===== config.mk =====
export PLATFORM = sky130hd
export DESIGN_NAME = icache_plru
export DESIGN_NICKNAME = d
export VERILOG_FILES = /design/src/hw/icache_pkg.sv /design/src/hw/icache_plru.sv
export SDC_FILE = /design/constraint.sdc
export NUM_CORES = 1
export LEC_CHECK = 0
export BUFFER_PORTS_ARGS = -buffer_cell sky130_fd_sc_hd__buf_2
export CAP_MARGIN = 30
export CORE_MARGIN = 2
export CORE_UTILIZATION = 57
export DETAILED_ROUTE_END_ITERATION = 16
export PLACE_DENSITY = 0.8
export SLEW_MARGIN = 30
export SYNTH_ARGS = -nofsm -noshare
export SYNTH_HDL_FRONTEND = slang
export SYNTH_SLANG_ARGS = --single-unit

===== constraint.sdc =====
create_clock -name i_clk -period 2.55 [get_ports i_clk]
set_input_delay 0.1275 -clock i_clk [delete_from_list [all_inputs] [get_ports i_clk]]
set_output_delay 0.1275 -clock i_clk [all_outputs]
set_load 0.005 [all_outputs]

===== src/hw/icache_pkg.sv =====
`default_nettype none

package icache_pkg;

	localparam int WAYS = 4;
	localparam int WAY_WIDTH = $clog2(WAYS);
	localparam int SETS = 64;
	localparam int LINE_WORDS = 8;
	localparam int INDEX_WIDTH = $clog2(SETS);
	localparam int WORD_WIDTH = $clog2(LINE_WORDS);
	localparam int TAG_WIDTH = 32 - INDEX_WIDTH - WORD_WIDTH - 2;
	localparam int LINE_WIDTH = TAG_WIDTH + INDEX_WIDTH; // line number
	localparam int LRU_WIDTH = 3; // tree bits for four ways

	// one fetch address, seen as lookup fields or as line number + offset
	typedef union packed {
		struct packed {
			logic [TAG_WIDTH-1:0] tag;
			logic [INDEX_WIDTH-1:0] index;
			logic [WORD_WIDTH-1:0] word;
			logic [1:0] byte_sel;
		} lookup;
		struct packed {
			logic [LINE_WIDTH-1:0] num;
			logic [31-LINE_WIDTH:0] offset;
		} line;
	} icache_addr_u;

	// bit 1 is the root of the tree
	function automatic logic [WAY_WIDTH-1:0] plru_victim(input logic [LRU_WIDTH-1:0] bits);
		if (bits[1])
			return bits[0] ? 2'd0 : 2'd1;
		return bits[2] ? 2'd2 : 2'd3;
	endfunction

	function automatic logic [LRU_WIDTH-1:0] plru_touch(
		input logic [LRU_WIDTH-1:0] bits,
		input logic [WAY_WIDTH-1:0] way
	);
		case (way)
			2'd0: return {bits[2], 2'b00};
			2'd1: return {bits[2], 2'b01};
			2'd2: return {2'b01, bits[0]};
			default: return {2'b11, bits[0]};
		endcase
	endfunction

	// beat counter width, at least one bit
	function automatic int beat_width(input int burst_words);
		return (LINE_WORDS / burst_words > 1) ? $clog2(LINE_WORDS / burst_words) : 1;
	endfunction

endpackage

`default_nettype wire


===== src/hw/icache_plru.sv =====
`default_nettype none

module icache_plru (
	input wire i_clk,
	input wire i_rst,
	input wire [icache_pkg::INDEX_WIDTH-1:0] i_index,
	input wire i_touch,
	input wire [icache_pkg::WAYS-1:0] i_touch_way,
	output logic [icache_pkg::WAY_WIDTH-1:0] o_victim
);

	logic [icache_pkg::LRU_WIDTH-1:0] r_bits [icache_pkg::SETS];
	logic [icache_pkg::WAY_WIDTH-1:0] w_hit_way;

	// one-hot hit way to index
	always_comb begin
		w_hit_way = '0;
		for (int w = 0; w < icache_pkg::WAYS; w++) begin
			if (i_touch_way[w])
				w_hit_way = w[icache_pkg::WAY_WIDTH-1:0];
		end
	end

	assign o_victim = icache_pkg::plru_victim(r_bits[i_index]);

	always_ff @(posedge i_clk) begin
		if (i_rst) begin
			for (int s = 0; s < icache_pkg::SETS; s++)
				r_bits[s] <= '0;
		end else if (i_touch) begin
			// victim taken for a refill becomes most recent
			r_bits[i_index] <= icache_pkg::plru_touch(r_bits[i_index], o_victim);
		end else if (|i_touch_way) begin
			r_bits[i_index] <= icache_pkg::plru_touch(r_bits[i_index], w_hit_way);
		end
	end

endmodule

`default_nettype wire


Word level (Yosys, flattened, before mapping)
Memory sizes are Yosys's and may differ from the RTL's.
Index checks and enable logic that the tools add are counted.
- bitwise logic cells: 1
- reduce and logical (&&, ||, !) cells: 4
- multiplexer cells: 28
- equality and inequality tests: 4
- operators by type and width (cell ; count):
    $mux 3 ; 7
    $pmux 3 s3 ; 2
    $mux 1 ; 14
    $mux 2 ; 4
    $mux 6 ; 1
    $eq 2x1->1 const B ; 2
    $eq 2x2->1 const B ; 2
    $logic_not 2->1 ; 2
    $reduce_or 4->1 ; 1
    $reduce_or 3->1 ; 1
    $or 1x1->1 ; 1
- memories: 1
- output and inout port bits: 2
- bits in registers: 0
- word-level logic and storage cells: 38
- RAM bits: 192
- memory list (name ; depth ; width ; rd ports ; clocked after Yosys merged registers in ; write ports ; RTL line ; RTL):
    r_bits ; 64 ; 3 ; 1 ; 0 ; 64 ; icache_plru.sv:12 ; logic [icache_pkg::LRU_WIDTH-1:0] r_bits [icache_pkg::SETS];

Depth between registers and ports, before layout
- word-level depth: 10
- gate-level depth with buffers: 13
- depth with buffers taken out: 8

Worst setup path after synthesis
OpenSTA, ideal clock, no wires.
- path type: reg-to-reg
- from: memory r_bits[41][2] in the netlist's numbering
- to: memory r_bits[12][2] in the netlist's numbering, data pin
- data required time: 2.294 ns
- clock period less this slack: 2.670 ns
- arrival time: 2.414 ns
- path buffers: 1
- stages on the path, launching flop included: 10
- setup time: 0.256 ns
- setup slack: -0.120 ns
- cell sequence: edfxtp_1 > mux4_1 > nand2_1 > a21oi_1 > a2111oi_2 > o2111ai_1 > a21o_1 > a211oi_4 > buf_6 > nor2_2
- RTL lines (what ; RTL line):
    from (decl) ; icache_plru.sv:12

==> results.md <==
Worst setup path:
- At the worst endpoint, the required time is 2.84 ns.
- Walking the worst path, the cells encountered are buf_2 -> buf_4 -> and2_4 -> buf_4 -> a22o_1 -> nor4_1 -> a211oi_1 -> and4b_2 -> nor3b_1 -> a211oi_4 -> buf_6 -> buf_12 -> buf_16 -> nor2_1.
- The critical path launch point type is an input pin.
- Together, buffers and inverters on the worst path number 6.
- The cell with the largest stage delay on the worst path is sky130_fd_sc_hd__nor4_1.
- The endpoint type of the worst setup path is a flop.
- The start-to-end type of the worst setup path is in -> reg.
- The family of cells with the greatest summed delay on the critical path is simple AND/OR/NAND/NOR gates.
- The data arrival time of the critical path is about 3.5 ns.
- By instance count, the cell type seen most on the critical path is sky130_fd_sc_hd__buf_4.
- The worst register-to-register path has a setup slack of -0.63 ns.
- The delay contributed by the slowest stage of the critical path is 0.70 ns.
- The maximum fanout along the worst path is 7.

Pwr:
- In this run the power density over the cells is 695.1 nW/um^2.
- The worst ir drop on vdd is 0.0005911 V.
- The static leakage power is about 4.4 nW.

Final layout:
- The library cells used most frequently in the layout, excluding fill and tap cells, are 192 x sky130_fd_sc_hd__edfxtp_1, 106 x sky130_fd_sc_hd__nor2_1, 87 x sky130_fd_sc_hd__buf_4.
- The register with the most flip-flops in the layout has 192 of them.
- For this run, the post-layout net count is 911.
- r_bits holds more flip-flops than any other register.
- Leaving out fill and tap cells, the most frequent cell in the layout is sky130_fd_sc_hd__edfxtp_1.
- Cells fill 73.40% of the core in the end.
- The largest registers in the layout are r_bits x192.
- 0 antenna diodes ended up in the layout.
- Of the cells placed in the final design, the portion with a size suffix greater than 1 is 37.21%.
- The post-synthesis to final-layout area growth is 26.76%.

Logic synthesis:
- The number of nets in the synthesized netlist is 807.
- The library cell with the largest summed area after synthesis is sky130_fd_sc_hd__edfxtp_1.
- The number of synthesized flops with an enable pin is 192.
- The number of distinct library cells after synthesis is 59.
- After synthesis the cells add up to 9535 sq um.
- The sequential share of the synthesized area is about three fifths.
- Ranked by total cell area, the synthesized netlist is headed by sky130_fd_sc_hd__edfxtp_1 60%, sky130_fd_sc_hd__nor2_1 7.4%, sky130_fd_sc_hd__nand2b_1 4.8%.
- The commonest register cell after synthesis is sky130_fd_sc_hd__edfxtp_1.
- After technology mapping, the gate count stands at 794.
- After synthesis the netlist holds a flip-flop and latch count of ~190.
- During synthesis, Yosys emitted a total of 0 warnings.
- After synthesis, the largest area contributor takes up 60.46% of total cell area.
- The synthesized area divided by synthesized cell count is 12.01 sq um.
- The fraction of synthesis flops using an asynchronous set or reset pin is 0%.

STA:
- Setup repair after global routing could not meet its margin everywhere.
- Hold is met by 0.4401 ns.
- The final worst-path setup slack is -0.6770 ns.
- Subtracting the final worst setup slack from the clock period gives 3.227 ns.
- Headroom to the max-slew limit came out at 36.71%.
- The clock skew after layout is roughly 0.012 ns.
- The maximum clock frequency is about 310 MHz.
- The final count of hold timing violations is 0.
- The count of final max-slew check failures is 0.
- The fraction of the cycle the final worst path needs is 126.5%.
- For the pin with the worst max-slew slack, the measured transition is between 0.9 and 1 ns.
- Setup violations remaining at the end of the flow were counted as 194.

Floorplan:
- The floorplan die width is roughly 130 microns.
- The floorplan has 47 rows.
- The area of the core region is 16,470 sq um.
- The area of the die is 17,780 sq um.
- The initial core utilization is between 50% and 60%.
- During I/O placement, the number of pins put on the boundary was 15.
- The floorplan step set the die height to ~130 microns.

Routing:
- For this run, design rule violations remaining after detail routing come to 0.
- In this run the remaining antenna-violating nets after routing total 0.
- The violation count after the first detailed-route iteration is 1,392.
- Using the TritonRoute via totals, the vias-per-cell ratio works out to around 6.9.
- The number of iterations in the first detailed-routing pass is 8.
- The total wire length is 31,830 microns.
- Dividing the detail-routed wire length by the instance count gives 28.15 microns.
- The number of vias after detailed routing is between 7,000 and 8,000.

GRT:
- The total congestion overflow is 0.
- Entering global routing, the biggest net connects 65 pins.
- The number of antenna violations at the first check in global routing is 1.
- Global routing used between 30% and 40% of the available tracks across all layers.
- The first global-routing pass estimated 40,930 microns of wire.
- The number of global-route vias before repair is 7,238.

Placement:
- The final RePlAce weighted congestion is 0.9858.
- The count of input and output buffers is 14.
- The HPWL after detailed placement is 17,600 microns.

Hold path:
- The worst hold path class is in -> reg.

Clock network:
- The clock drives approximately 190 sinks.
- CTS placed an instance of sky130_fd_sc_hd__clkbuf_16 at the clock tree root.
- The clock latency at the later pin of the worst-skew pair is 0.46 ns.
- The H-tree was split into 4 levels.
- In this run, CTS created clock tree buffers numbering 17.
- TritonCTS built the clock tree.
- The maximum count of clock buffers along a single path is 2.
- The hold-fix buffer count after cts is 0.
- The clock transition at the registers of the reported paths is 0.07 ns.

Outcome:
- The checks that failed: negative setup slack.
- The flow ran to the end, but the final reports show violations.

Job:
- The tool flagged a number of max-cap violations equal to 0.
-- logic make-up (layout without fill, tap and decap cells) --
group | count (synthesis) | in the layout | synth area share [%]
XOR/XNOR | 1 | 1 | 0.09187
flip-flops | 192 | 192 | 60.46
AO/OA/AOI/OAI | 82 | 82 | 7.427
buffers and inverters | 63 | 180 | 4.251
AND/OR/NAND/NOR | 405 | 405 | 19.92
multiplexers | 51 | 51 | 7.847
-- synthesized netlist by cell type (9+ instances only) --
| master | count |
|---|---|
| sky130_fd_sc_hd__a221oi_1 | 13 |
| sky130_fd_sc_hd__buf_2 | 12 |
| sky130_fd_sc_hd__buf_4 | 13 |
| sky130_fd_sc_hd__buf_6 | 14 |
| sky130_fd_sc_hd__clkbuf_1 | 19 |
| sky130_fd_sc_hd__edfxtp_1 | 192 |
| sky130_fd_sc_hd__mux2_2 | 14 |
| sky130_fd_sc_hd__mux2i_1 | 20 |
| sky130_fd_sc_hd__mux4_2 | 15 |
| sky130_fd_sc_hd__nand2_1 | 68 |
| sky130_fd_sc_hd__nand2b_1 | 73 |
| sky130_fd_sc_hd__nand3_1 | 12 |
| sky130_fd_sc_hd__nor2_1 | 188 |
| sky130_fd_sc_hd__nor2_2 | 21 |
| sky130_fd_sc_hd__nor3_1 | 9 |
-- worst register-to-register path, delay by kind of cell (launching register included) --
family | cells | cell delay, ns
AO/OA/AOI/OAI | 3 | 0.59
flip-flops | 1 | 0.42
AND/OR/NAND/NOR | 4 | 1.58
buffers and inverters | 3 | 0.44
-- worst paths after layout --
check,startpoint,end,depth (start not counted)
worst max-delay path,i_index[2],r_bits[29][2],14
worst min-delay path,i_index[5],r_bits[32][0],4
worst max register to register,r_bits[23][1],r_bits[29][2],10
worst min register to register,r_bits[27][2],r_bits[55][2],8
-- where the power goes --
part | leakage [nW] | switching (W) | internal [W]
Combinational | 2.10 | 0.00106 | 0.000837
Sequential | 1.99 | 0.0000495 | 0.00358
Clock | 0.293 | 0.00130 | 0.00158
-- final cells by class --
type	instances	area (sq um)
Sequential cell	192	5766
Fill cell	979	4379
Multi-Input combinational cell	539	3807
Timing Repair Buffer	144	1600
Clock buffer	17	425.4
Tap cell	220	275.3
Clock inverter	15	197.7
Inverter	4	15.01
-- what timing repair did --
item | in CTS | in global routing
buffers inserted | 7 | 7
gates resized for setup | 19 | 129
pin swaps | 0 | 9
endpoints found under the setup margin | 133 | 189
gates cloned | 6 | 16
-- per-stage QoR --
step | cells | setup slack [ns] | cell area (sq um) | setup TNS (ns) | power (W)
after global routing | 1131 | -0.6963 | 12090 | -92.52 | 0.008504
after CTS | 1110 | -0.1871 | 11300 | -15.28 | 0.007790
final | 1131 | -0.6770 | 12090 | -87.07 | 0.008402
after floorplan | 794 | -0.07200 | 9565 | -3.111 | 0.004321
after global placement | 1065 | -0.4530 | 10350 | -77.80 | 0.004668
after detailed placement | 1065 | -0.5082 | 10360 | -78.20 | 0.004692
-- per-layer routing --
| layer | wire length [microns] | global-route usage [%] |
|---|---|---|
| met2 | 14470 | 50.54 |
| met1 | 9977 | 39.07 |
| met5 | 0 | 0 |
| met4 | 2791 | 16.67 |
| met3 | 4591 | 8.524 |
Power figures use the tool's default switching activity.
