===== src/hw/icache_pkg.sv =====
`default_nettype none

package icache_pkg;

	localparam int WAYS = 4;
	localparam int WAY_WIDTH = $clog2(WAYS);
	localparam int SETS = 64;
	localparam int LINE_WORDS = 8;
	localparam int INDEX_WIDTH = $clog2(SETS);
	localparam int WORD_WIDTH = $clog2(LINE_WORDS);
	localparam int TAG_WIDTH = 32 - INDEX_WIDTH - WORD_WIDTH - 2;
	localparam int LINE_WIDTH = TAG_WIDTH + INDEX_WIDTH; // line number
	localparam int LRU_WIDTH = 3; // tree bits for four ways

	// one fetch address, seen as lookup fields or as line number + offset
	typedef union packed {
		struct packed {
			logic [TAG_WIDTH-1:0] tag;
			logic [INDEX_WIDTH-1:0] index;
			logic [WORD_WIDTH-1:0] word;
			logic [1:0] byte_sel;
		} lookup;
		struct packed {
			logic [LINE_WIDTH-1:0] num;
			logic [31-LINE_WIDTH:0] offset;
		} line;
	} icache_addr_u;

	// bit 1 is the root of the tree
	function automatic logic [WAY_WIDTH-1:0] plru_victim(input logic [LRU_WIDTH-1:0] bits);
		if (bits[1])
			return bits[0] ? 2'd0 : 2'd1;
		return bits[2] ? 2'd2 : 2'd3;
	endfunction

	function automatic logic [LRU_WIDTH-1:0] plru_touch(
		input logic [LRU_WIDTH-1:0] bits,
		input logic [WAY_WIDTH-1:0] way
	);
		case (way)
			2'd0: return {bits[2], 2'b00};
			2'd1: return {bits[2], 2'b01};
			2'd2: return {2'b01, bits[0]};
			default: return {2'b11, bits[0]};
		endcase
	endfunction

	// beat counter width, at least one bit
	function automatic int beat_width(input int burst_words);
		return (LINE_WORDS / burst_words > 1) ? $clog2(LINE_WORDS / burst_words) : 1;
	endfunction

endpackage

`default_nettype wire


===== src/hw/icache_refill.sv =====
`default_nettype none

module icache_refill #(
	parameter int BURST_WORDS = 4
) (
	input wire i_clk,
	input wire i_rst,
	input wire i_miss,
	input wire icache_pkg::icache_addr_u i_addr,
	input wire [icache_pkg::WAY_WIDTH-1:0] i_victim,
	input wire i_mem_gnt,
	input wire i_mem_valid,
	input wire [32*BURST_WORDS-1:0] i_mem_data,
	output logic o_mem_req,
	output logic [31:0] o_mem_addr,
	output logic o_busy,
	output logic o_touch,
	output logic o_data_we,
	output logic [icache_pkg::WAY_WIDTH-1:0] o_data_way,
	output logic [icache_pkg::INDEX_WIDTH-1:0] o_data_index,
	output logic [icache_pkg::beat_width(BURST_WORDS)-1:0] o_data_beat,
	output logic [32*BURST_WORDS-1:0] o_data,
	output logic o_tag_we,
	output logic [icache_pkg::WAY_WIDTH-1:0] o_tag_way,
	output logic [icache_pkg::INDEX_WIDTH-1:0] o_tag_index,
	output logic [icache_pkg::TAG_WIDTH-1:0] o_tag_value
);

	localparam int BEATS = icache_pkg::LINE_WORDS / BURST_WORDS;
	localparam int BEAT_WIDTH = icache_pkg::beat_width(BURST_WORDS);

	localparam logic [1:0] ST_IDLE = 2'd0;
	localparam logic [1:0] ST_REQ = 2'd1;
	localparam logic [1:0] ST_RECV = 2'd2;

	logic [1:0] r_state;
	logic [BEAT_WIDTH-1:0] r_beat;
	logic [icache_pkg::WAY_WIDTH-1:0] r_way;
	icache_pkg::icache_addr_u r_line;
	logic w_last;

	assign w_last = (r_beat == BEAT_WIDTH'(BEATS - 1));

	assign o_touch = (r_state == ST_IDLE) && i_miss;
	assign o_busy = (r_state != ST_IDLE);
	assign o_mem_req = (r_state == ST_REQ);
	assign o_mem_addr = r_line;

	assign o_data_we = (r_state == ST_RECV) && i_mem_valid;
	assign o_data_way = r_way;
	assign o_data_index = r_line.lookup.index;
	assign o_data_beat = r_beat;
	assign o_data = i_mem_data; // lane k is word k of the beat

	assign o_tag_we = o_data_we && w_last; // line complete
	assign o_tag_way = r_way;
	assign o_tag_index = r_line.lookup.index;
	assign o_tag_value = r_line.lookup.tag;

	always_ff @(posedge i_clk) begin
		if (i_rst) begin
			r_state <= ST_IDLE;
			r_beat <= '0;
		end else begin
			case (r_state)
				ST_IDLE: begin
					if (i_miss) begin
						r_state <= ST_REQ;
						r_beat <= '0;
					end
				end
				ST_REQ: begin
					if (i_mem_gnt)
						r_state <= ST_RECV;
				end
				ST_RECV: begin
					if (i_mem_valid) begin
						r_beat <= r_beat + 1'b1;
						if (w_last)
							r_state <= ST_IDLE;
					end
				end
				default: r_state <= ST_IDLE;
			endcase
		end
	end

	always_ff @(posedge i_clk) begin
		if (o_touch) begin
			r_way <= i_victim;
			r_line.line.num <= i_addr.line.num;
			r_line.line.offset <= '0; // line aligned
		end
	end

endmodule

`default_nettype wire


===== config.mk =====
export PLATFORM = sky130hd
export DESIGN_NAME = icache_refill
export DESIGN_NICKNAME = d
export VERILOG_FILES = /design/src/hw/icache_pkg.sv /design/src/hw/icache_refill.sv
export SDC_FILE = /design/constraint.sdc
export NUM_CORES = 1
export LEC_CHECK = 0
export BUFFER_PORTS_ARGS = -buffer_cell sky130_fd_sc_hd__buf_4
export CORE_AREA = 2 2 142 144
export CTS_CLUSTER_DIAMETER = 30
export CTS_CLUSTER_SIZE = 20
export DETAILED_ROUTE_END_ITERATION = 16
export DIE_AREA = 0 0 144 146
export SYNTH_ARGS = -nofsm -noshare
export SYNTH_HDL_FRONTEND = slang
export SYNTH_SLANG_ARGS = --single-unit

===== constraint.sdc =====
create_clock -name i_clk -period 4.4 [get_ports i_clk]
set_input_delay 1.1 -clock i_clk [delete_from_list [all_inputs] [get_ports i_clk]]
set_output_delay 1.1 -clock i_clk [all_outputs]
set_load 0.1 [all_outputs]

Word level (Yosys, flattened, before mapping)
Index checks and enable logic that the tools add are counted.
Storage, ports and cells
  flip-flop bits (word level): 32
  input port bits: 167
  output and inout bits: 203
Cells by class
  add/subtract/negate cells: 1
  equal/unequal tests: 6
  muxes and demuxes: 8
  reduce and logical (&&, ||, !) cells: 8
Operators with widths (number)
  two-way mux 2 bit: 4
  != test 2 bit, second input constant: 4
  case mux 2 bit (3 select lines): 1
  AND reduction 4 bit: 1
  nonzero test 2 bit: 2
  logical AND 1 bit: 3
  AND reduction 3 bit: 1
  equality test 2 x 1 -> 1 bit, second input constant: 1
  equality test 2 bit, second input constant: 1
  zero test 2 bit: 1
  two-way mux 1 bit: 2
  case mux 1 bit (2 select lines): 1
  adder 1 bit, second input constant: 1

Depth between registers and ports, before layout
Gate-level depths: netlist of the first run.
  depth in word-level cells: 3
  mapped depth: 3
  mapped depth without buffers: 3

Worst setup path after synthesis of the first run
OpenSTA, ideal clock, no wires.
  path type: register to output
  start point: register r_state[1]
  end point: output port o_touch
  arrival time: 3.582 ns
  setup slack: -0.282 ns
  stages on the path, launching flop included: 3
  buffers on the path: 0
  cells stage by stage: dfxtp_1 -> or2_1 -> nor2_1
Between the ends
  longest elaborated chain between the ends: 2
RTL lines
  start: declaration: RTL line icache_refill.sv:36  | logic [1:0] r_state;
  start signal: assignment: RTL line icache_refill.sv:62  | r_state <= ST_IDLE;
  start signal: assignment: RTL line icache_refill.sv:68  | r_state <= ST_REQ;
  start signal: assignment: RTL line icache_refill.sv:74  | r_state <= ST_RECV;
  zero test 2 bit: RTL line icache_refill.sv:44  | assign o_touch = (r_state == ST_IDLE) && i_miss;
  logical AND 1 bit: RTL line icache_refill.sv:44
  end: declaration: RTL line icache_refill.sv:17  | output logic o_touch,
No other way between the ends.

Final worst setup path of the first run
  start point: input port i_mem_valid
  end point: output port o_tag_we
Between the ends
  longest elaborated chain between the ends: 2
RTL lines
  start: declaration: RTL line icache_refill.sv:12  | input wire i_mem_valid,
  logical AND 1 bit: RTL line icache_refill.sv:49  | assign o_data_we = (r_state == ST_RECV) && i_mem_valid;
  logical AND 1 bit: RTL line icache_refill.sv:55  | assign o_tag_we = o_data_we && w_last;
  end: declaration: RTL line icache_refill.sv:23  | output logic o_tag_we,
No other way between the ends.

==> results.cfg, run 1 <==
[clock_network]
cts.sinks = 32
clock_latency_ns = 0.29
cts_setup_buffers = 0
path_clk_slew_ns = 0.06
cts_tree = built
cts-root-buf = clkbuf_16
post_cts_resize_count = 0
htree_levels = 2
clockBufferDepth = 2
cts_hold_buf = 0
cts_inserted_buffers = 5

[worst_setup_path]
worstPathBufferInverterCount = 2
critPathMaxStageDelay_ns = 0.28
critPathKind = in2out
cp_max_fo = 4
path_cells = buf_4, and3b_1, and2_1, buf_4
crit_slowest_cell = buf_4
critPathTopFamily = buffers and inverters
worstSetupStartpointType = input port
cp.required_ns = 3.30
end_kind = primary output
worst_ep_arrival_time_ns = 1.78
cp_common_cell = buf_4

[timing]
holdWs_ns = 0.566
skew_ns = 0.00564
finalHoldViolCount = 0
max_freq_mhz = 348
grt_setup_unrepaired = false
timing.setup.tns_ns = 0
drv_slew = 0
post-route-min-period_ns = 2.88
min_period_over_period_pct = 65.4
setup_viol = 0

[global_routing]
grt_pass1_vias = 1210
antenna_found_initial = 0
grt_pass1_wl_um = 8250
grtUsageTotal_pct = 5.76
grt_max_degree = 30
grt_remaining_overflow = 0

[routing]
avgRoutedWirePerCell_um = 14.8
vias = 1095
via_per_inst = 2.54
firstDrtPassIters = 4
drt_wl_total_um = 6370
drtIter0Drc = 46
antenna_left = 0
drc_errors = 0

[flow_run]
drv_cap = 0

[layout]
drive_gt1_share_pct = 68.7
syn2layout_area_growth_pct = 1.95
finish.net_count = 332
instances_no_fill = 431
final_core_util_pct = 12.2
n_antenna_cell = 0

[placed_design]
place_congestion = 0.687
place.detailed.hpwl_um = 5090
dp.cells = 423
io_buffer_count = 103

[synthesis]
synth_seq_cells = 32
seq_area_frac_synth_pct = 40.4
synth.avg_cell_area_um2 = 10.6
synth_cell_types = 16
yosys.area.top_type = buf_4
yosys-top-cells-area = buf_4 55%, edfxtp_1 38%, dfxtp_1 2.6%, nor3b_1 0.65%, nor2b_4 0.60%
synth_top_area_share_pct = 54.7
syn_inst = 218
netlist_area_um2 = 2300
synth-warning-count = 0

[power_and_ir_drop]
p_leak_nw = 0.947
max-vdd-ir-drop_uv = 170
p_per_area_nw_per_um2 = 525

[die]
die-area_um2 = 21000
start_util_pct = 11.9
dieHeight_um = 146
coreArea_um2 = 19300
io_pins = 370
die_w_um = 144
num_rows = 51

[run_status]
status = finished clean

[hold_path]
min_path_type = reg2reg
[layout by cell type, fill, tap and decap left out, types with 2 or more instances in the layout]
cell and count:
edfxtp_1 29, dfxtp_1 3, clkbuf_16 5, buf_4 104
nor3b_1 2, conb_1 5, nor2_1 2, a21oi_1 2
o21ai_0 2
[stage by stage]
stage          setup WS [ns]  total power, mW  area, um^2
6_report                1.52             1.23        2350
5_1_grt                 1.48             1.28        2350
4_1_cts                 1.52             1.26        2350
3_5_place_dp            1.52            0.821        2180
3_3_place_gp            1.54            0.819        2180
2_1_floorplan          0.539             1.30        2320
[tightest hold or removal path, delay by kind of cell, from the launching register on]
kind	cells	cell delay, ns
AO/OA/AOI/OAI	2	0.17
flip-flops	1	0.35
[metal layers]
metal  global-route usage (%)  part of all wire (%)
met2                     6.81                    39
met3                     6.45                    22
met1                     4.68                    29
met4                     6.18                    10
met5                     1.20                     0
[final timing paths]
kind / start / to / slack, ns / cells past startpoint
worst max-delay path: i_mem_valid / o_tag_we / 1.52 / 4
worst min-delay path: o_data_beat / o_data_beat / 0.57 / 2
worst max register to register: r_state[1] / o_mem_addr[19] / 2.86 / 3
worst min register to register: o_data_beat / o_data_beat / 0.57 / 2
[logic make-up (layout without fill, tap and decap cells)]
kind of cell / after synthesis / after routing / synth area share [%]
DFF: 32 / 32 / 40.4
buffers and inverters: 169 / 113 / 54.9
AOI/OAI and AO/OA: 5 / 5 / 1.19
muxes: 1 / 1 / 0.434
other: 1 / 5 / 0.163
and+or+nand+nor: 10 / 10 / 2.93
[power by group]
part / internal (mW) / leakage, nW / switching, mW
Sequential: 0.357 / 0.302 / 0.0155
Combinational: 0.0749 / 0.565 / 0.363
Clock: 0.269 / 0.0804 / 0.154
[synth_stat cells]
cell      number
buf_4        168
a21oi_1        2
nor2b_1        1
or2_1          1
mux2i_1        1
nor2b_4        1
conb_1         1
edfxtp_1      29
and2_1         1
inv_1          1
nor3b_1        2
o21ai_0        2
a22oi_1        1
nor2_1         3
and3b_1        1
dfxtp_1        3
[state kept, by name (all words and copies together), names as in the netlist]
signal,flops
r_state,2
o_data_beat,1
o_mem_addr,27
o_data_way,2
[layout make-up]
class                      count  area [um^2]
sequential                    32          931
tap                          265          332
inverter                       1         3.75
fill                        2175        17000
clock inverter                 3         46.3
multi-input combinational     21          131
timing repair buffer         104          781
clock buffer                   5          125
(Power assumes the default switching activity.)
==> run 2, diff against run 1 <==
Clock period 4.4 ns to 2.5 ns, I/O delays scaled along.
==> run 2 against run 1 <==
Compared with the run above:
- utilization down 0.15 points
- largest cell class unchanged
- die area is the same
- critical path type is now reg2out
- final cell count unchanged
- via count shrank 0.46%
- non-clock buffer count did not move
==> results.cfg, run 2 (synthesized netlist as in run 1, its figures left out) <==
[placed_design]
placed_area_um2 = 2180
place_congestion = 0.697
io_buffer_count = 103
place.detailed.hpwl_um = 4940

[power_and_ir_drop]
p_per_area_nw_per_um2 = 879
power_mw = 2.04
max-vdd-ir-drop_uv = 292
p_leak_nw = 0.932

[worst_setup_path]
end_kind = primary output
worstSetupStartpointType = flip-flop
critPathKind = reg2out
r2r_slack_ns = 0.88
reg2reg_from = r_state[1]
crit_start = r_state[1]
cp.required_ns = 1.88
cp_max_fo = 7
worst_ep_arrival_time_ns = 1.43

[hold_path]
min_path_type = in2reg
min_from = i_addr[29]

[routing]
via_per_inst = 2.53
drc_errors = 0
top_layer = met4
firstDrtPassIters = 3
avgRoutedWirePerCell_um = 14.2
drt_wl_total_um = 6140
drtIter0Drc = 33
wl_met1_um = 1910
wl_met3_um = 1350
met2WireLength_um = 2300
vias = 1090
antenna_left = 0

[timing]
max_freq_mhz = 487
post-route-min-period_ns = 2.05
timing.setup.tns_ns = 0
drv_slew = 0
skew_ns = 0.00386
min_period_over_period_pct = 82.1
setup_viol = 0
finalHoldViolCount = 0
grt_setup_unrepaired = false

[die]
dieHeight_um = 146
io_pins = 370
die-area_um2 = 21000
num_rows = 51
coreArea_um2 = 19300
start_util_pct = 11.9
die_w_um = 144

[flow_run]
drv_cap = 0

[clock_network]
cts_inserted_buffers = 5
cts_setup_buffers = 0
clockBufferDepth = 2
cts_hold_buf = 0
cts_tree = built
clock_latency_ns = 0.28
post_cts_resize_count = 0
path_clk_slew_ns = 0.06
htree_levels = 2
cts.sinks = 32
cts-root-buf = clkbuf_16

[layout]
drive_gt1_share_pct = 69.3
syn2layout_area_growth_pct = 0.706
largest_reg_flops = 27
most-common-layout-cells = 104 x buf_4, 29 x edfxtp_1, 5 x conb_1, 5 x clkbuf_16, 3 x dfxtp_1
layout_commonest_cell = buf_4
seqCellArea_um2 = 931
fin_area_um2 = 2320
finish.net_count = 332
fillers = 2185
multi_input_area_um2 = 134
n_antenna_cell = 0

[global_routing]
grt_max_degree = 30
grt_remaining_overflow = 0
grtUsageTotal_pct = 5.47
antenna_found_initial = 0
grt_pass1_wl_um = 8140
grt_pass1_vias = 1202

[run_status]
status = finished clean
[run 2: final cells by class]
cell class,count,share of cell area (%)
clock buffers,6,5.55
multi-input cells,21,5.77
inverters,1,0.162
clock inverters,2,0.485
well taps,265,14.3
repair buffers,104,33.6
flip-flops and latches,32,40.1
[run 2: metrics by stage]
step | utilization [%] | worst slack, ns | std cells | hold WS [ns]
floorplan | - | -0.0158 | 222 | 0.532
global placement | 11.3 | 0.532 | 423 | 0.515
detailed placement | 11.3 | 0.520 | 423 | 0.564
CTS | 12.0 | 0.438 | 431 | 0.505
global route | 12.0 | 0.408 | 431 | 0.502
finish | 12.0 | 0.447 | 431 | 0.518
[run 2: worst max-delay path, stage by stage (launching register included)]
cell and delay, ns:
dfxtp_1 0.38, or2_2 0.36, nor2_4 0.12, buf_4 0.29
[run 2: final timing paths]
path / to / cells past startpoint
worst max register to register: o_mem_addr[23] / 3
worst min register to register: o_data_beat / 2
worst min-delay path: o_mem_addr[29] / 1
worst max-delay path: o_touch / 3
[run 2: routing by layer]
metal  vias to the layer above  track usage (%)
met4                         0             5.64
li1                        413                -
met5                         -                0
met3                        63             5.86
met2                       153             6.14
met1                       461             5.07
[run 2: report_power, final]
group / internal [mW] / total [mW] / switching (mW)
clock: 0.366 / 0.610 / 0.243
sequential: 0.629 / 0.657 / 0.0278
combinational: 0.132 / 0.774 / 0.641
