### src/hw/icache_result.sv
`default_nettype none

module icache_result (
	input wire i_clk,
	input wire i_rst,
	input wire i_load,
	input wire [31:0] i_instr,
	input wire [31:0] i_addr,
	input wire i_rsp_ready,
	output logic o_rsp_valid,
	output logic [31:0] o_rsp_instr,
	output logic [31:0] o_rsp_addr,
	output logic o_stall
);

	logic r_pend; // read in flight, word arrives next cycle
	logic [31:0] r_pend_addr;

	assign o_stall = o_rsp_valid && !i_rsp_ready;

	always_ff @(posedge i_clk) begin
		if (i_rst) begin
			r_pend <= 1'b0;
			o_rsp_valid <= 1'b0;
		end else if (!o_stall) begin
			r_pend <= i_load;
			o_rsp_valid <= r_pend;
		end
	end

	always_ff @(posedge i_clk) begin
		if (!o_stall && i_load)
			r_pend_addr <= i_addr;
		if (!o_stall && r_pend) begin
			o_rsp_instr <= i_instr;
			o_rsp_addr <= r_pend_addr;
		end
	end

endmodule

`default_nettype wire

### config.mk
export PLATFORM = sky130hd
export DESIGN_NAME = icache_result
export DESIGN_NICKNAME = d
export VERILOG_FILES = /design/src/hw/icache_result.sv
export SDC_FILE = /design/constraint.sdc
export NUM_CORES = 1
export LEC_CHECK = 0
export BUFFER_PORTS_ARGS = -buffer_cell sky130_fd_sc_hd__buf_2
export CORE_UTILIZATION = 49
export CTS_CLUSTER_SIZE = 24
export DETAILED_ROUTE_END_ITERATION = 7
export PLACE_DENSITY = 0.83
export SLEW_MARGIN = 10
export SYNTH_ARGS = -nofsm -noshare
export SYNTH_HDL_FRONTEND = slang
export SYNTH_SLANG_ARGS = --single-unit
### constraint.sdc
create_clock -name i_clk -period 6.2 [get_ports i_clk]
set_input_delay 0.62 -clock i_clk [delete_from_list [all_inputs] [get_ports i_clk]]
set_output_delay 0.62 -clock i_clk [all_outputs]
set_load 0.01 [all_outputs]
Word level (Yosys, flattened, before mapping)
Index checks and enable logic that the tools add are counted.

Register bits after elaboration: 98. Input port bits: 68. Output and inout bits: 66.

Reductions and logical operators: 5.

Operator list (count): $logic_and A1 B1 Y1 (3); $logic_not A1 Y1 (2).

Longest topological paths before layout
Gate-level depths: netlist (run 1).

Depth in word-level cells: 4. Gate-level depth with buffers: 3. Gate-level depth less buffers: 3.

Worst setup path before layout (run 1)
OpenSTA, ideal clock, no wires.

Path kind: input port to flip-flop. Start: input port i_rsp_ready. End: register o_rsp_addr[0], enable pin. Library setup time: 487 ps. Data arrival time: 3483 ps. Data required time: 5713 ps. Setup slack: 2230 ps. Stages on the path: 3. Cells stage by stage: nand2b_4 -> inv_2 -> nor2_1.

Word-level cells in the longest chain between the ends: 4.

Ends and longest elaborated chain: start, declared (RTL line 9) `input wire i_rsp_ready,`; $logic_not A1 Y1 (RTL line 19) `assign o_stall = o_rsp_valid && !i_rsp_ready;`; $logic_and A1 B1 Y1 (RTL line 19); named net o_stall (RTL line 13) `output logic o_stall`; $logic_not A1 Y1 (RTL line 34) `if (!o_stall && r_pend) begin`; $logic_and A1 B1 Y1 (RTL line 34); end signal, assigned (RTL line 36) `o_rsp_addr <= r_pend_addr;`; end, declared (RTL line 12) `output logic [31:0] o_rsp_addr,`.

The timed path passes the listed nets, and every way through them passes these cells. A chain may end at the register's enable or synchronous reset.

Final worst setup path (run 1)
Start: input port i_rsp_ready. End: output port o_stall.

Word-level cells in the longest chain between the ends: 2.

Ends and longest elaborated chain (RTL line): $logic_not A1 Y1 (19); $logic_and A1 B1 Y1 (19); end, declared (13).

Every way passes these cells.

==> results of run 1 <==
==> worst min-delay path by stage <==
| stage | from | endpoint | slack, ns | cells past startpoint |
|---|---|---|---|---|
| 2_1_floorplan | r_pend_addr[0]$_DFFE_PP_ | o_rsp_addr[0]$_DFFE_PP_ | 0.40 | 0 |
| 3_3_place_gp | r_pend_addr[21]$_DFFE_PP_ | o_rsp_addr[21]$_DFFE_PP_ | 0.40 | 0 |
| 3_5_place_dp | r_pend_addr[13]$_DFFE_PP_ | o_rsp_addr[13]$_DFFE_PP_ | 0.40 | 0 |
| 4_1_cts | r_pend_addr[18]$_DFFE_PP_ | o_rsp_addr[18]$_DFFE_PP_ | 0.42 | 0 |
| 5_1_grt | i_addr[7] | r_pend_addr[7]$_DFFE_PP_ | 0.42 | 1 |
| 6_report | r_pend_addr[18]$_DFFE_PP_ | o_rsp_addr[18]$_DFFE_PP_ | 0.42 | 0 |
==> flip-flops by register name, summed over array words and instances (netlist names) <==
name         flops
o_rsp_addr      32
r_pend           1
r_pend_addr     32
o_rsp_instr     32
o_rsp_valid      1
==> per-stage QoR <==
step	setup slack, ns	util [%]	cells
floorplan	2.230	-	107
global placement	4.211	64.01	317
detailed placement	4.153	64.01	317
CTS	4.484	67.11	332
global route	4.460	67.11	332
finish	4.484	67.11	332
==> synth_stat cells <==
| library cell | instances | share of area (%) |
|---|---|---|
| nor2_1 | 1 | 0.13 |
| nand2b_1 | 1 | 0.21 |
| o21ai_2 | 1 | 0.29 |
| and2_1 | 1 | 0.21 |
| a21oi_1 | 1 | 0.17 |
| nand4bb_1 | 1 | 0.38 |
| inv_1 | 1 | 0.13 |
| dfxtp_1 | 2 | 1.3 |
| nand2b_4 | 1 | 0.46 |
| inv_2 | 1 | 0.13 |
| edfxtp_1 | 96 | 97 |
==> power by group <==
group | internal [mW] | total (mW) | switching, mW
Combinational | 0.0302 | 0.0697 | 0.0395
Clock | 0.184 | 0.377 | 0.193
Sequential | 0.769 | 0.777 | 0.00794
Total | 0.983 | 1.22 | 0.240
==> cell usage in the layout, fill, tap and decap left out <==
| cell type | Yosys | routed |
|---|---|---|
| a21oi_1 | 1 | 1 |
| and2_1 | 1 | 1 |
| buf_2 | 0 | 133 |
| buf_4 | 0 | 2 |
| bufinv_16 | 0 | 1 |
| clkbuf_1 | 0 | 1 |
| clkbuf_8 | 0 | 9 |
| clkinv_1 | 0 | 1 |
| clkinv_2 | 0 | 1 |
| clkinvlp_4 | 0 | 1 |
| dfxtp_1 | 2 | 2 |
| edfxtp_1 | 96 | 96 |
| inv_1 | 1 | 1 |
| inv_2 | 1 | 1 |
| inv_6 | 0 | 1 |
| nand2b_1 | 1 | 1 |
| nand2b_4 | 1 | 1 |
| nand4bb_1 | 1 | 1 |
| nor2_4 | 0 | 1 |
| o21ai_2 | 1 | 1 |
==> logic make-up (layout without fill, tap and decap cells) <==
kind of cell / Yosys count / count (layout) / share of synthesized area (%)
DFF: 98 / 98 / 97.90
and+or+nand+nor: 5 / 5 / 1.383
AOI/OAI and AO/OA: 2 / 2 / 0.4609
buffers and inverters: 2 / 152 / 0.2512
==> worst register-to-register path: stages (launching register included) <==
cell and delay, ns:
dfxtp_1 0.35, nand2b_4 0.09, and2_1 0.50, buf_4 0.36
==> layout make-up <==
class                      count  area (um^2)  area share [%]
clock buffer                  10        127.6           3.231
clock inverter                 5        55.05           1.394
inverter                       2        7.507          0.1901
multi-input combinational      7        62.56           1.584
sequential                    98         2923           73.99
tap                           75        93.84           2.376
timing repair buffer         135        680.7           17.23
==> metal layers <==
| layer | track usage [%] | routed length [um] | vias up |
|---|---|---|---|
| met3 | 7.727 | 603 | 14 |
| met1 | 15.79 | 1684 | 692 |
| met2 | 22.65 | 2207 | 92 |
| met5 | 0 | 0 | - |
| met4 | 8.571 | 143 | 0 |
| li1 | - | - | 716 |
==> impl_metrics.env, run 1 <==
export IMPL_fin_skew_ns=0.005798
export IMPL_worstPathRequired_ns=5.58
export IMPL_crit_buf_inv=3
export IMPL_worst_pin_slew_ns=0.7656
export IMPL_synth_fp_nets=175
export IMPL_syn_inst=107
export IMPL_rsz0062_at_grt="false"
export IMPL_htree_levels=3
export IMPL_via_per_inst=4.560
export IMPL_track_usage_pct=14.56
export IMPL_cp_start_kind="input pin"
export IMPL_row_count=28
export IMPL_maxCapViolCount=0
export IMPL_final_area_mm2=0.003950
export IMPL_die_height_um=80.06
export IMPL_wl_per_cell_um=13.97
export IMPL_place_area_mm2=0.003767
export IMPL_worstSetupStartpoint="i_rsp_ready"
export IMPL_r2r_start="o_rsp_valid$_SDFFE_PP0N_"
export IMPL_drive_gt1_share_pct=59.14
export IMPL_cts_resized=0
export IMPL_yosysWarnings=0
export IMPL_r2r_setup_slack_ns=4.58
export IMPL_grt_max_degree=65
export IMPL_power_mw=1.223
export IMPL_yosysSeqAreaShare_pct=97.90
export IMPL_fmax_mhz=582.7
export IMPL_antenna_found_initial=0
export IMPL_p_leak_nw=1.582
export IMPL_route_detailed_drc=0
export IMPL_grt_pass1_vias=1399
export IMPL_crit_end="o_stall"
export IMPL_max_stage_delay_ns=0.14
export IMPL_setup_worst_path_class="input pin to output port"
export IMPL_fillerInstances=409
export IMPL_vdd_ir_drop_max_uv=188.9
export IMPL_die_w_um=80.06
export IMPL_crit_path_frequent_cell="buf_2"
export IMPL_cp_num_cells=4
export IMPL_cp_top_family="buffers and inverters"
export IMPL_status="finished, final reports clean"
export IMPL_clk_path_buf_depth=2
export IMPL_holdBufCountCts=0
export IMPL_crit_arrival_ns=1.10
export IMPL_synthesis_area_mm2=0.002985
export IMPL_io_buffers=133
export IMPL_end_kind="output port"
export IMPL_ant_nets=0
export IMPL_timing_hold_ws_ns=0.4199
export IMPL_cpMaxStageDelayCell="nand2b_4"
export IMPL_path_cells="buf_2, nand2b_4, inv_2, buf_2"
export IMPL_coreArea_mm2=0.005886
export IMPL_routabilityCongestion=0.6839
export IMPL_hp_class="flop to flop"
export IMPL_timing_rr_end="r_pend_addr[25]$_DFFE_PP_"
export IMPL_syn_to_final_growth_pct=32.31
export IMPL_clock_sinks=98
export IMPL_period_share_pct=27.68
export IMPL_drtPass1Iterations=4
export IMPL_cp_max_fo=3
export IMPL_cts_buffers=9
export IMPL_nets=321
export IMPL_dieArea_mm2=0.006409
export IMPL_ios=134
export IMPL_setup_tns_final_ns=0
export IMPL_grt_pass1_wl_mm=6.561
export IMPL_setup_viol=0
export IMPL_initial_core_util_pct=50.72
export IMPL_root_buffer="clkbuf_8"
export IMPL_ff2ff_path_depth=3
export IMPL_timing_hold_violations_final=0
export IMPL_drtIter0Drc=59
export IMPL_drv_slew=0
export IMPL_clkSlewWorstSetupHoldPaths_ns=0.09
export IMPL_clock_latency_ns=0.34
export IMPL_ys_seq_elements=98
export IMPL_avgSynthCellArea_um2=27.90
export IMPL_cts_tree="done"
export IMPL_final_min_clock_period_ns=1.716
export IMPL_diodes=0
export IMPL_num_vias=1514
export IMPL_p_per_area_mw_per_mm2=309.7
export IMPL_synth_cell_types=11
export IMPL_wl_mm=4.639
export IMPL_cts_setup_buffers=0
export IMPL_relSlewSlack_pct=48.96
export IMPL_grt_ovfl_total=0
No activity file was read; power rests on OpenSTA's default activity.
==> inputs of run 2 (changes only) <==
--- a/config.mk
+++ b/config.mk
@@ -6,10 +6,10 @@
 export NUM_CORES = 1
 export LEC_CHECK = 0
 export BUFFER_PORTS_ARGS = -buffer_cell sky130_fd_sc_hd__buf_2
-export CORE_UTILIZATION = 49
+export CORE_UTILIZATION = 46
 export CTS_CLUSTER_SIZE = 24
 export DETAILED_ROUTE_END_ITERATION = 7
-export PLACE_DENSITY = 0.83
+export PLACE_DENSITY = 0.78
 export SLEW_MARGIN = 10
 export SYNTH_ARGS = -nofsm -noshare
 export SYNTH_HDL_FRONTEND = slang
==> constraint.sdc (replaced) <==
create_clock -name i_clk -period 1.6 [get_ports i_clk]
set_input_delay 0.16 -clock i_clk [delete_from_list [all_inputs] [get_ports i_clk]]
set_output_delay 0.16 -clock i_clk [all_outputs]
set_load 0.01 [all_outputs]
==> run 2 against run 1 <==
Effect of this change: clock-buffer cell count is 1 lower; die area rose by 6.4%; via count up 16%; largest cell class unchanged; combinational power rose to 5.9 times the previous value; total power rose to 4.1 times the previous value; sequential power grew to 3.9 times the previous value.
==> impl_metrics.env, run 2 (synthesis gave the netlist of run 1 again) <==
export IMPL_status="finished, final reports clean"
export IMPL_drtPass1Iterations=4
export IMPL_sw_frac_of_total_pct=20.72
export IMPL_wl_met3_um=591
export IMPL_setup_viol=0
export IMPL_p_per_area_mw_per_mm2=1070
export IMPL_row_count=28
export IMPL_final_area_mm2=0.004649
export IMPL_wl_met1_mm=2.250
export IMPL_die_height_um=82.56
export IMPL_worstPathRequired_ns=1.61
export IMPL_timing_hold_ws_ns=0.1153
export IMPL_fmax_mhz=807.8
export IMPL_end_kind="flop"
export IMPL_layout_commonest_cell="buf_2"
export IMPL_wl_met2_mm=2.851
export IMPL_clk_path_buf_depth=2
export IMPL_drv_slew=0
export IMPL_ant_nets=0
export IMPL_drive_gt1_share_pct=48.61
export IMPL_worst_pin_slew_ns=0.3212
export IMPL_die_w_um=82.56
export IMPL_min_to="r_pend$_SDFFE_PP0N_"
export IMPL_clkSlewWorstSetupHoldPaths_ns=0.09
export IMPL_switchingPower_mw=1.031
export IMPL_hp_class="input pin to flop"
export IMPL_min_path_cells=3
export IMPL_fin_skew_ns=0.006556
export IMPL_path_cells="nand2b_4, inv_4, nor2_4, buf_12"
export IMPL_r2r_setup_slack_ns=0.36
export IMPL_p_int_mw=3.945
export IMPL_clock_latency_ns=0.34
export IMPL_routabilityCongestion=0.6823
export IMPL_cts_tree="done"
export IMPL_final_min_clock_period_ns=1.238
export IMPL_pwr_share_clk_pct=31.2
export IMPL_routed_top_layer="met4"
export IMPL_dieArea_mm2=0.006816
export IMPL_wl_mm=5.790
export IMPL_grt_max_degree=65
export IMPL_place_area_mm2=0.003797
export IMPL_ff2ff_path_depth=4
export IMPL_route_detailed_drc=0
export IMPL_layout_cells_non_filler=398
export IMPL_hp_start="i_load"
export IMPL_reg_largest_list="o_rsp_addr x32, o_rsp_instr x32, r_pend_addr x32"
export IMPL_cp_max_fo=64
export IMPL_timing_hold_violations_final=0
export IMPL_setup_worst_path_class="flop to flop"
export IMPL_num_vias=1763
export IMPL_vdd_ir_drop_max_uv=667.8
export IMPL_final_cell_mix="133 x buf_2, 96 x edfxtp_1, 65 x dlygate4sd3_1"
export IMPL_p_leak_nw=1.873
export IMPL_io_buffers=133
export IMPL_wl_per_cell_um=14.55
export IMPL_antenna_found_initial=0
export IMPL_dp_hpwl_mm=3.283
export IMPL_via_per_inst=4.430
export IMPL_r2r_start="o_rsp_valid$_SDFFE_PP0N_"
export IMPL_grt_pass1_wl_mm=7.941
export IMPL_clock_sinks=98
export IMPL_nets=386
export IMPL_cpMaxStageDelayCell="dfxtp_2"
export IMPL_diodes=0
export IMPL_timing_rr_end="o_rsp_instr[6]$_DFFE_PP_"
export IMPL_period_share_pct=77.37
export IMPL_initial_core_util_pct=48.97
export IMPL_p_comb_share_pct=8.3
export IMPL_htree_levels=3
export IMPL_drtIter0Drc=75
export IMPL_cts_buffers=9
export IMPL_power_mw=4.975
export IMPL_dp_cells=317
export IMPL_cts_resized=0
export IMPL_coreArea_mm2=0.006096
export IMPL_root_buffer="clkbuf_8"
export IMPL_power_frac_seq_pct=60.5
export IMPL_cp_start_kind="flop"
export IMPL_max_stage_delay_ns=0.35
export IMPL_maxCapViolCount=0
export IMPL_cts_setup_buffers=0
export IMPL_rsz0062_at_grt="false"
export IMPL_holdBufCountCts=65
export IMPL_final_core_util_pct=76.27
export IMPL_syn_to_final_growth_pct=55.74
export IMPL_relSlewSlack_pct=78.59
export IMPL_track_usage_pct=17.03
export IMPL_grt_pass1_vias=1736
export IMPL_grt_ovfl_total=0
export IMPL_crit_arrival_ns=1.25
export IMPL_ios=134
## run 2: cell types whose count changed in the layout (fill, tap and decap cells not counted), sizes merged
cell	before	now
inv	3	4
dlygate4sd3	0	65
clkinv	2	3
clkbuf	10	9
## run 2: how the worst max path moves through the flow
stage,startpoint,depth (start not counted),to
after floorplan,o_rsp_valid$_SDFFE_PP0N_,3,o_rsp_addr[0]$_DFFE_PP_
after global placement,o_rsp_valid$_SDFFE_PP0N_,4,o_rsp_instr[5]$_DFFE_PP_
after detailed placement,o_rsp_valid$_SDFFE_PP0N_,4,o_rsp_instr[5]$_DFFE_PP_
after CTS,o_rsp_valid$_SDFFE_PP0N_,4,o_rsp_instr[13]$_DFFE_PP_
after global routing,o_rsp_valid$_SDFFE_PP0N_,4,o_rsp_instr[19]$_DFFE_PP_
final,o_rsp_valid$_SDFFE_PP0N_,4,o_rsp_instr[6]$_DFFE_PP_
## run 2: metal layers
| layer | up-vias | track usage (%) |
|---|---|---|
| li1 | 849 | - |
| met2 | 106 | 29.92 |
| met3 | 10 | 5.495 |
| met1 | 798 | 18.41 |
| met5 | - | 0 |
| met4 | 0 | 8.621 |
## run 2: critical path, delay by kind of cell, from the launching register on
kind                   cells  cell delay, ns
AND/OR/NAND/NOR            2            0.19
flip-flops                 1            0.35
buffers and inverters      2            0.35
## run 2: power groups by stage
stage / sequential [mW] / combinational, mW / clock, mW
finish: 3.01 / 0.411 / 1.55
global route: 3.02 / 0.448 / 1.69
floorplan: 3.11 / 0.0555 / 0
global placement: 3.07 / 0.277 / 0
CTS: 3.01 / 0.408 / 1.59
detailed placement: 3.07 / 0.286 / 0
## run 2: area by class of cell
| class | instances | area, um^2 |
|---|---|---|
| clock buffer | 9 | 123.9 |
| clock inverter | 7 | 77.57 |
| fill | 348 | 1446 |
| inverter | 2 | 10.01 |
| multi-input combinational | 7 | 63.81 |
| sequential | 98 | 2924 |
| tap | 75 | 93.84 |
| timing repair buffer | 200 | 1356 |
## run 2: through the flow
step / setup slack, ns / TNS (ns)
6_report: 0.3620 / 0
3_3_place_gp: 0.3939 / 0
2_1_floorplan: -0.2407 / -15.40
4_1_cts: 0.3564 / 0
5_1_grt: 0.3018 / 0
3_5_place_dp: 0.3628 / 0
